### config.mk
export PLATFORM = sky130hd
export DESIGN_NAME = exec_stage
export DESIGN_NICKNAME = d
export VERILOG_FILES = /design/src/design/exec_ops_pkg.sv /design/src/design/exec_data_pkg.sv /design/src/design/exec_stage.sv /design/src/design/cdb_arbiter.sv /design/src/design/branch_unit.sv /design/src/design/alu_unit.sv /design/src/design/issue_dispatch.sv
export VERILOG_INCLUDE_DIRS = /design/src /design/src/design
export SDC_FILE = /design/constraint.sdc
export NUM_CORES = 2
export LEC_CHECK = 0
export ABC_AREA = 0
export CAP_MARGIN = 20
export CORE_UTILIZATION = 45
export CTS_BUF_LIST = sky130_fd_sc_hd__clkbuf_8 sky130_fd_sc_hd__clkbuf_16
export DETAILED_ROUTE_END_ITERATION = 7
export DONT_BUFFER_PORTS = 1
export GPL_TIMING_DRIVEN = 0
export HOLD_SLACK_MARGIN = 0.02
export PLACE_DENSITY = 0.73
export SETUP_SLACK_MARGIN = 0.5
export SLEW_MARGIN = 20
export SYNTH_ARGS = -nofsm -noshare
export SYNTH_HDL_FRONTEND = slang
export SYNTH_HIERARCHICAL = 1
export SYNTH_SLANG_ARGS = --single-unit
export TNS_END_PERCENT = 30
### constraint.sdc
create_clock -name clk_i -period 8.6 [get_ports clk_i]
set_clock_uncertainty 0.05 [all_clocks]
set_input_delay 1.72 -clock clk_i [delete_from_list [all_inputs] [get_ports clk_i]]
set_output_delay 1.72 -clock clk_i [all_outputs]
set_load 0.05 [all_outputs]
### src/design/exec_consts.svh
`ifndef EXEC_CONSTS_SVH
`define EXEC_CONSTS_SVH

// ------------------------------------------------
// Datapath widths
// ------------------------------------------------

// Data and address width
`define EXEC_XLEN 32

// ROB tag width, 16 entries in flight
`define EXEC_ROB_IDX_LEN 4

// ------------------------------------------------
// Reservation stations
// ------------------------------------------------

// Integer ALU, out-of-order pick
`define EXEC_ALU_RS_DEPTH 4

// Branch unit, in-order FIFO
`define EXEC_BU_RS_DEPTH 2

`endif
### src/design/exec_ops_pkg.sv
package exec_ops_pkg;

    // ------------------------------------------------
    // Integer ALU operations
    // ------------------------------------------------
    typedef enum logic [2:0] {
        ALU_ADD,
        ALU_SUB,
        ALU_AND,
        ALU_OR,
        ALU_XOR,
        ALU_SLL,
        ALU_SRL,
        ALU_SLT     // Signed compare
    } alu_op_t;

    // ------------------------------------------------
    // Branch unit operations
    // ------------------------------------------------
    typedef enum logic [2:0] {
        BR_BEQ,
        BR_BNE,
        BR_BLT,     // Signed
        BR_BGE,     // Signed
        BR_JAL,
        BR_JALR
    } branch_op_t;

    // Target execution unit of an issued instruction
    typedef enum logic {
        EU_ALU,
        EU_BRANCH
    } eu_sel_t;

endpackage

### src/design/exec_data_pkg.sv
`include "exec_consts.svh"

package exec_data_pkg;

    typedef logic [`EXEC_ROB_IDX_LEN-1:0] rob_idx_t;

    // One source operand, value valid only when ready is set
    typedef struct packed {
        logic                   ready;
        rob_idx_t               rob_idx;    // Producer tag while waiting
        logic [`EXEC_XLEN-1:0]  value;
    } op_data_t;

    typedef struct packed {
        exec_ops_pkg::eu_sel_t      eu;
        exec_ops_pkg::alu_op_t      alu_op;
        exec_ops_pkg::branch_op_t   branch_op;
        op_data_t                   rs1;
        op_data_t                   rs2;
        logic [`EXEC_XLEN-1:0]      imm;
        rob_idx_t                   rob_idx;        // Destination tag
        logic [`EXEC_XLEN-1:0]      curr_pc;
        logic [`EXEC_XLEN-1:0]      pred_target;
        logic                       pred_taken;
    } issue_req_t;

    typedef struct packed {
        rob_idx_t               rob_idx;
        logic [`EXEC_XLEN-1:0]  value;
    } cdb_data_t;

    typedef struct packed {
        logic                   valid;
        logic [`EXEC_XLEN-1:0]  pc;
        logic [`EXEC_XLEN-1:0]  target;     // Resolved next PC
        logic                   taken;
        logic                   mispredict;
    } branch_res_t;

endpackage

### src/design/exec_stage.sv
`timescale 1ns/1ps

`include "exec_consts.svh"

module exec_stage (
    input  logic                        clk_i,
    input  logic                        rst_n_i,
    input  logic                        flush_i,
    input  logic                        issue_valid_i,
    input  exec_data_pkg::issue_req_t   issue_i,
    output logic                        issue_ready_o,
    input  logic                        cdb_ready_i,
    output logic                        cdb_valid_o,
    output exec_data_pkg::cdb_data_t    cdb_o,
    output exec_data_pkg::branch_res_t  fetch_res_o
);
    import exec_data_pkg::*;

    logic       alu_valid, alu_ready, bu_valid, bu_ready;
    issue_req_t disp_issue;     // Operands after CDB bypass
    logic       alu_req_valid, bu_req_valid, alu_grant, bu_grant;
    cdb_data_t  alu_req_data, bu_req_data;

    // ------------------------------------------------
    // Issue routing
    // ------------------------------------------------
    issue_dispatch u_issue_dispatch (
        .issue_valid_i (issue_valid_i), .issue_i (issue_i), .issue_ready_o (issue_ready_o),
        .alu_ready_i (alu_ready), .bu_ready_i (bu_ready), .alu_valid_o (alu_valid),
        .bu_valid_o (bu_valid), .issue_o (disp_issue), .cdb_valid_i (cdb_valid_o),
        .cdb_i (cdb_o)
    );

    // ------------------------------------------------
    // Execution units
    // ------------------------------------------------
    alu_unit #(.RS_DEPTH (`EXEC_ALU_RS_DEPTH)) u_alu_unit (
        .clk_i (clk_i), .rst_n_i (rst_n_i), .flush_i (flush_i),
        .issue_valid_i (alu_valid), .issue_i (disp_issue), .issue_ready_o (alu_ready),
        .cdb_valid_i (cdb_valid_o), .cdb_i (cdb_o), .grant_i (alu_grant),
        .req_valid_o (alu_req_valid), .req_data_o (alu_req_data)
    );

    branch_unit #(.RS_DEPTH (`EXEC_BU_RS_DEPTH)) u_branch_unit (
        .clk_i (clk_i), .rst_n_i (rst_n_i), .flush_i (flush_i),
        .issue_valid_i (bu_valid), .issue_i (disp_issue), .issue_ready_o (bu_ready),
        .cdb_valid_i (cdb_valid_o), .cdb_i (cdb_o), .grant_i (bu_grant),
        .req_valid_o (bu_req_valid), .req_data_o (bu_req_data), .fetch_res_o (fetch_res_o)
    );

    // ------------------------------------------------
    // CDB
    // ------------------------------------------------
    cdb_arbiter u_cdb_arbiter (
        .clk_i (clk_i), .rst_n_i (rst_n_i), .flush_i (flush_i),
        .bu_valid_i (bu_req_valid), .alu_valid_i (alu_req_valid),
        .bu_data_i (bu_req_data), .alu_data_i (alu_req_data),
        .bu_grant_o (bu_grant), .alu_grant_o (alu_grant),
        .cdb_ready_i (cdb_ready_i), .cdb_valid_o (cdb_valid_o), .cdb_o (cdb_o)
    );

endmodule

### src/design/cdb_arbiter.sv
`timescale 1ns/1ps

module cdb_arbiter (
    input  logic                        clk_i,
    input  logic                        rst_n_i,
    input  logic                        flush_i,

    // Unit requests
    input  logic                        bu_valid_i,
    input  logic                        alu_valid_i,
    input  exec_data_pkg::cdb_data_t    bu_data_i,
    input  exec_data_pkg::cdb_data_t    alu_data_i,
    output logic                        bu_grant_o,
    output logic                        alu_grant_o,

    // Broadcast
    input  logic                        cdb_ready_i,
    output logic                        cdb_valid_o,
    output exec_data_pkg::cdb_data_t    cdb_o
);
    import exec_data_pkg::*;

    logic       cdb_valid_q;
    cdb_data_t  cdb_q;
    logic       load_ok;

    // ------------------------------------------------
    // Fixed priority grant
    // ------------------------------------------------

    // Register empty or draining on this edge
    assign load_ok     = (!cdb_valid_q || cdb_ready_i) && !flush_i;
    assign bu_grant_o  = load_ok && bu_valid_i;
    assign alu_grant_o = load_ok && alu_valid_i && !bu_valid_i;   // Branch wins

    // ------------------------------------------------
    // CDB output register
    // ------------------------------------------------
    always_ff @(posedge clk_i or negedge rst_n_i) begin
        if (!rst_n_i) begin
            cdb_valid_q <= 1'b0;
        end else if (flush_i) begin
            cdb_valid_q <= 1'b0;
        end else if (bu_grant_o || alu_grant_o) begin
            cdb_valid_q <= 1'b1;
        end else if (cdb_ready_i) begin
            cdb_valid_q <= 1'b0;            // Drained, nothing new
        end
    end

    always_ff @(posedge clk_i) begin
        if (bu_grant_o) begin
            cdb_q <= bu_data_i;
        end else if (alu_grant_o) begin
            cdb_q <= alu_data_i;
        end
    end

    assign cdb_valid_o = cdb_valid_q;
    assign cdb_o       = cdb_q;

endmodule

### src/design/branch_unit.sv
`timescale 1ns/1ps

`include "exec_consts.svh"

module branch_unit #(
    parameter int RS_DEPTH = `EXEC_BU_RS_DEPTH
) (
    input  logic                        clk_i,
    input  logic                        rst_n_i,
    input  logic                        flush_i,
    input  logic                        issue_valid_i,
    input  exec_data_pkg::issue_req_t   issue_i,
    output logic                        issue_ready_o,
    input  logic                        cdb_valid_i,
    input  exec_data_pkg::cdb_data_t    cdb_i,
    input  logic                        grant_i,
    output logic                        req_valid_o,
    output exec_data_pkg::cdb_data_t    req_data_o,
    output exec_data_pkg::branch_res_t  fetch_res_o
);
    import exec_ops_pkg::*;
    import exec_data_pkg::*;

    localparam int IDX_W = (RS_DEPTH > 1) ? $clog2(RS_DEPTH) : 1;
    localparam int CNT_W = $clog2(RS_DEPTH + 1);

    function automatic logic [IDX_W-1:0] ptr_inc(input logic [IDX_W-1:0] p);
        return (p == IDX_W'(RS_DEPTH - 1)) ? '0 : p + 1'b1;
    endfunction

    issue_req_t             fifo_q [RS_DEPTH];
    logic [IDX_W-1:0]       head_q, tail_q;
    logic [CNT_W-1:0]       count_q;
    issue_req_t             head;
    logic                   push, ops_ok, taken;
    logic [`EXEC_XLEN-1:0]  a, b, pc_plus4, target, jalr_sum;

    assign issue_ready_o = (count_q != CNT_W'(RS_DEPTH));   // Full drops ready
    assign push          = issue_valid_i && issue_ready_o;

    // ------------------------------------------------
    // FIFO control
    // ------------------------------------------------
    always_ff @(posedge clk_i or negedge rst_n_i) begin
        if (!rst_n_i) begin
            head_q  <= '0;
            tail_q  <= '0;
            count_q <= '0;
        end else if (flush_i) begin         // Flush empties the station
            head_q  <= '0;
            tail_q  <= '0;
            count_q <= '0;
        end else begin
            if (push) tail_q <= ptr_inc(tail_q);
            if (grant_i) head_q <= ptr_inc(head_q);
            count_q <= count_q + CNT_W'(push) - CNT_W'(grant_i);
        end
    end

    always_ff @(posedge clk_i) begin
        for (int i = 0; i < RS_DEPTH; i++) begin
            if (cdb_valid_i && !fifo_q[i].rs1.ready && (fifo_q[i].rs1.rob_idx == cdb_i.rob_idx)) begin
                fifo_q[i].rs1 <= '{ready: 1'b1, rob_idx: cdb_i.rob_idx, value: cdb_i.value};
            end
            if (cdb_valid_i && !fifo_q[i].rs2.ready && (fifo_q[i].rs2.rob_idx == cdb_i.rob_idx)) begin
                fifo_q[i].rs2 <= '{ready: 1'b1, rob_idx: cdb_i.rob_idx, value: cdb_i.value};
            end
        end
        if (push) fifo_q[tail_q] <= issue_i;
    end

    // ------------------------------------------------
    // Resolution of the head entry
    // ------------------------------------------------
    assign head     = fifo_q[head_q];
    assign a        = head.rs1.value;
    assign b        = head.rs2.value;
    assign pc_plus4 = head.curr_pc + `EXEC_XLEN'(4);
    assign jalr_sum = a + head.imm;

    always_comb begin
        case (head.branch_op)
            BR_BEQ:  taken = (a == b);
            BR_BNE:  taken = (a != b);
            BR_BLT:  taken = ($signed(a) < $signed(b));
            BR_BGE:  taken = ($signed(a) >= $signed(b));
            default: taken = 1'b1;                  // Jumps
        endcase
        if (head.branch_op == BR_JALR) target = {jalr_sum[`EXEC_XLEN-1:1], 1'b0};
        else if (taken) target = head.curr_pc + head.imm;
        else target = pc_plus4;
        // JAL reads no operand and JALR only rs1
        ops_ok = (head.branch_op == BR_JAL) || (head.rs1.ready &&
                 (head.rs2.ready || (head.branch_op == BR_JALR)));
    end

    assign req_valid_o        = (count_q != '0) && ops_ok;
    assign req_data_o.rob_idx = head.rob_idx;
    assign req_data_o.value   = pc_plus4;           // Link value

    assign fetch_res_o.valid      = grant_i;
    assign fetch_res_o.pc         = head.curr_pc;
    assign fetch_res_o.target     = target;
    assign fetch_res_o.taken      = taken;
    assign fetch_res_o.mispredict = (taken != head.pred_taken) ||
                                    (taken && (target != head.pred_target));

endmodule

### src/design/alu_unit.sv
`timescale 1ns/1ps

`include "exec_consts.svh"

module alu_unit #(
    parameter int RS_DEPTH = `EXEC_ALU_RS_DEPTH
) (
    input  logic                        clk_i,
    input  logic                        rst_n_i,
    input  logic                        flush_i,

    // Issue
    input  logic                        issue_valid_i,
    input  exec_data_pkg::issue_req_t   issue_i,
    output logic                        issue_ready_o,

    // CDB snoop for wakeup
    input  logic                        cdb_valid_i,
    input  exec_data_pkg::cdb_data_t    cdb_i,

    // Arbiter request
    input  logic                        grant_i,
    output logic                        req_valid_o,
    output exec_data_pkg::cdb_data_t    req_data_o
);
    import exec_ops_pkg::*;
    import exec_data_pkg::*;

    localparam int IDX_W = (RS_DEPTH > 1) ? $clog2(RS_DEPTH) : 1;

    typedef struct packed {
        alu_op_t    op;
        op_data_t   rs1;
        op_data_t   rs2;
        rob_idx_t   rob_idx;
    } alu_entry_t;

    logic [RS_DEPTH-1:0]    valid_q;
    alu_entry_t             rs_q [RS_DEPTH];
    logic [IDX_W-1:0]       free_idx;
    logic [IDX_W-1:0]       ex_idx;
    logic                   free_found;
    logic                   ex_found;
    logic                   issue_fire;
    logic [`EXEC_XLEN-1:0]  opa;
    logic [`EXEC_XLEN-1:0]  opb;
    logic [`EXEC_XLEN-1:0]  result;

    // ------------------------------------------------
    // Slot selection
    // ------------------------------------------------
    always_comb begin
        free_found = 1'b0;
        free_idx   = '0;
        ex_found   = 1'b0;
        ex_idx     = '0;
        for (int i = 0; i < RS_DEPTH; i++) begin
            if (!valid_q[i] && !free_found) begin     // Lowest free slot
                free_found = 1'b1;
                free_idx   = IDX_W'(i);
            end
            if (valid_q[i] && rs_q[i].rs1.ready && rs_q[i].rs2.ready && !ex_found) begin
                ex_found = 1'b1;
                ex_idx   = IDX_W'(i);
            end
        end
    end

    assign issue_ready_o = free_found;
    assign issue_fire    = issue_valid_i && free_found;

    always_ff @(posedge clk_i or negedge rst_n_i) begin
        if (!rst_n_i) begin
            valid_q <= '0;
        end else if (flush_i) begin
            valid_q <= '0;
        end else begin
            if (grant_i) valid_q[ex_idx] <= 1'b0;         // Retire on grant
            if (issue_fire) valid_q[free_idx] <= 1'b1;
        end
    end

    // Wakeup first, a new entry overrides its own slot
    always_ff @(posedge clk_i) begin
        for (int i = 0; i < RS_DEPTH; i++) begin
            if (cdb_valid_i && !rs_q[i].rs1.ready && (rs_q[i].rs1.rob_idx == cdb_i.rob_idx)) begin
                rs_q[i].rs1.ready <= 1'b1;
                rs_q[i].rs1.value <= cdb_i.value;
            end
            if (cdb_valid_i && !rs_q[i].rs2.ready && (rs_q[i].rs2.rob_idx == cdb_i.rob_idx)) begin
                rs_q[i].rs2.ready <= 1'b1;
                rs_q[i].rs2.value <= cdb_i.value;
            end
        end
        if (issue_fire) begin
            rs_q[free_idx] <= '{op: issue_i.alu_op, rs1: issue_i.rs1, rs2: issue_i.rs2,
                                rob_idx: issue_i.rob_idx};
        end
    end

    // ------------------------------------------------
    // Datapath
    // ------------------------------------------------
    assign opa = rs_q[ex_idx].rs1.value;
    assign opb = rs_q[ex_idx].rs2.value;

    always_comb begin
        case (rs_q[ex_idx].op)
            ALU_ADD: result = opa + opb;
            ALU_SUB: result = opa - opb;
            ALU_AND: result = opa & opb;
            ALU_OR:  result = opa | opb;
            ALU_XOR: result = opa ^ opb;
            ALU_SLL: result = opa << opb[4:0];
            ALU_SRL: result = opa >> opb[4:0];
            ALU_SLT: result = {{(`EXEC_XLEN-1){1'b0}}, $signed(opa) < $signed(opb)};
            default: result = '0;
        endcase
    end

    assign req_valid_o        = ex_found;
    assign req_data_o.rob_idx = rs_q[ex_idx].rob_idx;
    assign req_data_o.value   = result;

endmodule

### src/design/issue_dispatch.sv
`timescale 1ns/1ps

module issue_dispatch (
    // Issue stage side
    input  logic                        issue_valid_i,
    input  exec_data_pkg::issue_req_t   issue_i,
    output logic                        issue_ready_o,

    // Reservation stations
    input  logic                        alu_ready_i,
    input  logic                        bu_ready_i,
    output logic                        alu_valid_o,
    output logic                        bu_valid_o,
    output exec_data_pkg::issue_req_t   issue_o,

    // CDB snoop
    input  logic                        cdb_valid_i,
    input  exec_data_pkg::cdb_data_t    cdb_i
);
    import exec_ops_pkg::*;
    import exec_data_pkg::*;

    // A station cannot see a broadcast on the edge the entry is written,
    // so a matching tag is resolved here instead
    function automatic op_data_t bypass_op(input op_data_t op, input logic valid,
                                           input cdb_data_t cdb);
        op_data_t res;
        res = op;
        if (!op.ready && valid && (op.rob_idx == cdb.rob_idx)) begin
            res.ready = 1'b1;
            res.value = cdb.value;
        end
        return res;
    endfunction

    assign alu_valid_o   = issue_valid_i && (issue_i.eu == EU_ALU);
    assign bu_valid_o    = issue_valid_i && (issue_i.eu == EU_BRANCH);
    assign issue_ready_o = (issue_i.eu == EU_ALU) ? alu_ready_i : bu_ready_i;

    always_comb begin
        issue_o     = issue_i;
        issue_o.rs1 = bypass_op(issue_i.rs1, cdb_valid_i, cdb_i);
        issue_o.rs2 = bypass_op(issue_i.rs2, cdb_valid_i, cdb_i);
    end

endmodule

==> results.json <==
{
  "stdcell_count": 6634,
  "remaining_drc_errors": 8,
  "die_y_um": 329,
  "dieArea_um2": 108000,
  "multi_input_area_um2": 24500,
  "cpMostUsedCell": "buf_12",
  "reg2regPathDepth": 22,
  "cp.arrival_ns": 7.17,
  "reg2reg_to": "u_cdb_arbiter/cdb_o[23]",
  "numPlacedInstances": 6437,
  "grt_max_degree": 50,
  "nets": 5559,
  "critPathLaunchType": "flop",
  "tritoncts": "done",
  "syn_avg_cell_area_um2": 9.71,
  "rows": 119,
  "vias": 43600,
  "dpl_cell_area_um2": 50900,
  "dr.pass1.iters": 8,
  "ios": 292,
  "post_drt_wl_per_cell_um": 34.6,
  "seqCellArea_um2": 21600,
  "start_util": 0.455,
  "hold_class": "flop to flop",
  "coreArea_um2": 106000,
  "cts_sinks": 725,
  "cpMaxStageDelayCell": "nor4_4",
  "failed_checks": "DRC, setup timing",
  "yosysWarnings": 6,
  "io_buffers": 0,
  "outcome": "finished with violations",
  "setup_violations": 1,
  "grt_pass1_wl_mm": 313,
  "drv_cap": 0,
  "cp-endpoint": "fetch_res_o[0]",
  "leakagePower_uw": 0.0216,
  "cts_root_buffer": "clkbuf_16",
  "crit_type": "flop to output port",
  "rsz0062_at_grt": "true",
  "finalHoldViolCount": 0,
  "antenna_found_initial": 15,
  "dp_hpwl_mm": 181,
  "max_stage_delay_ns": 0.45,
  "worstPathMaxFanout": 10,
  "clock_path_buffers": 3,
  "totalWireLength_mm": 229,
  "vias_per_cell": 6.57,
  "grt-ovfl-total": 0,
  "ant_nets": 0,
  "drive_gt1_frac": 0.166,
  "die_w_um": 329,
  "p_per_area_nw_per_um2": 266,
  "htreeDepth": 3,
  "drv_slew": 0,
  "hold_buffers": 0,
  "area_delta_synth_final_pct": 13.9,
  "crit_start": "u_branch_unit/head_q",
  "cp-end-kind": "output port",
  "first_iter_violations": 6906,
  "fmax_mhz": 112,
  "required_ns": 6.83,
  "grt_usage": 0.415,
  "min_period_ns": 8.94,
  "tightest_slew_ns": 1.25,
  "clkTransAtPathRegs_ns": 0.06,
  "syn_inst": 4954,
  "setup.reg_to_reg.worst_slack_ns": 0.56,
  "fin_ws_ns": -0.336,
  "syn_area_um2": 48100,
  "nFillCells": 9343,
  "r2r-start": "u_alu_unit/valid_q[1]",
  "slew_headroom": 0.167,
  "postLayoutCellArea_um2": 54800,
  "syn_nets": 5338,
  "fin_crit_sh": 1.04,
  "clk_latency_ns": 0.69,
  "gp_congestion": 1.04,
  "numCtsBuffers": 78,
  "ir_drop_mv": 0.229,
  "grt_pass1_vias": 41900
}
-- worst min path at each step --
stage,to,start,slack (ns),cells after the start
6_report,u_alu_unit/rs_q[1][77],u_alu_unit/rs_q[1][77],0.49,1
2_1_floorplan,u_alu_unit/rs_q[1][77],u_alu_unit/rs_q[1][77],0.41,1
3_3_place_gp,u_alu_unit/rs_q[1][77],u_alu_unit/rs_q[1][77],0.44,1
3_5_place_dp,u_alu_unit/rs_q[1][77],u_alu_unit/rs_q[1][77],0.45,1
4_1_cts,u_alu_unit/rs_q[1][77],u_alu_unit/rs_q[1][77],0.47,1
5_1_grt,u_alu_unit/rs_q[1][77],u_alu_unit/rs_q[1][77],0.50,1
-- layout by cell type, fill, tap and decap left out, drive strengths merged, types with 14 or more instances in the layout --
| cell type | instances |
|---|---|
| nand2 | 1258 |
| edfxtp | 708 |
| buf | 381 |
| nor2 | 304 |
| a21oi | 257 |
| clkbuf | 229 |
| mux2i | 203 |
| mux2 | 202 |
| ha | 193 |
| inv | 186 |
| o21ai | 179 |
| xnor2 | 91 |
| xor2 | 81 |
| nand3 | 55 |
| nor3 | 53 |
| nor4 | 45 |
| o311ai | 43 |
| nand4b | 42 |
| a21o | 41 |
| a211oi | 41 |
| nand4 | 39 |
| o211ai | 38 |
| a2bb2oi | 34 |
| a31oi | 31 |
| clkinv | 28 |
| nand2b | 27 |
| o22ai | 21 |
| o21bai | 20 |
| nor2b | 20 |
| nand3b | 20 |
| and3 | 20 |
| a22oi | 20 |
| and2 | 18 |
| or3 | 17 |
| a222oi | 17 |
| o21a | 16 |
| a221oi | 15 |
| o31ai | 15 |
| a211o | 14 |
-- per-layer routing --
layer / track usage / up-vias / routed length [µm]
met4: 0.252 / 18 / 16700
met3: 0.100 / 842 / 25300
met2: 0.658 / 3252 / 104000
met5: 0 / - / 103
met1: 0.510 / 21200 / 83800
li1: - / 18300 / -
-- power breakdown --
group | internal, µW | switching [µW] | total (µW)
Combinational | 2150 | 4530 | 6680
Clock | 1830 | 1470 | 3300
Sequential | 4250 | 341 | 4590
-- worst max-delay path: cells and delay by family, from the launching register on --
kind                       cells  cell delay [ns]
AOI/OAI and AO/OA              5             1.21
adders and majority gates      1             0.30
buffers and inverters         15             2.08
DFF                            1             0.43
muxes                          1             0.34
and+or+nand+nor                8             2.04
-- registers in the layout, indices dropped and copies added (netlist names) --
name	cells
u_cdb_arbiter/cdb_valid_o	1
u_alu_unit/valid_q	4
u_branch_unit/fifo_q	356
u_branch_unit/count_q	2
u_alu_unit/rs_q	324
u_branch_unit/tail_q	1
u_cdb_arbiter/cdb_o	36
u_branch_unit/head_q	1
-- repair_timing --
item                       in CTS  in global routing
resized for setup             169                 31
setup buffers                  39                  5
setup endpoints to repair      50                 25
gates cloned                    2                  1
pin swaps                      33                 10
-- area by class of cell --
| cell class | instances | area share |
|---|---|---|
| clock buffers | 79 | 0.0359 |
| clock inverters | 63 | 0.00898 |
| plain buffers | 390 | 0.0470 |
| repair buffers | 141 | 0.0225 |
| flip-flops and latches | 725 | 0.395 |
| multi-input cells | 3680 | 0.447 |
| well taps | 1391 | 0.0318 |
| diodes | 6 | 0.000274 |
| inverters | 159 | 0.0111 |
-- per-stage QoR --
step                 util  power [µW]  TNS, ns  hold slack [ns]  setup slack [ns]
finish              0.519       14600   -0.336            0.489            -0.336
CTS                 0.516       14300   -0.199            0.468            -0.199
global placement    0.473       10500  -348.51            0.443             -2.67
global route        0.519       15000   -0.384            0.501            -0.384
floorplan               -        8570        0            0.414             0.541
detailed placement  0.482       10600   -38.38            0.452             -2.39
Note: power is estimated with default switching activity, not from simulation.
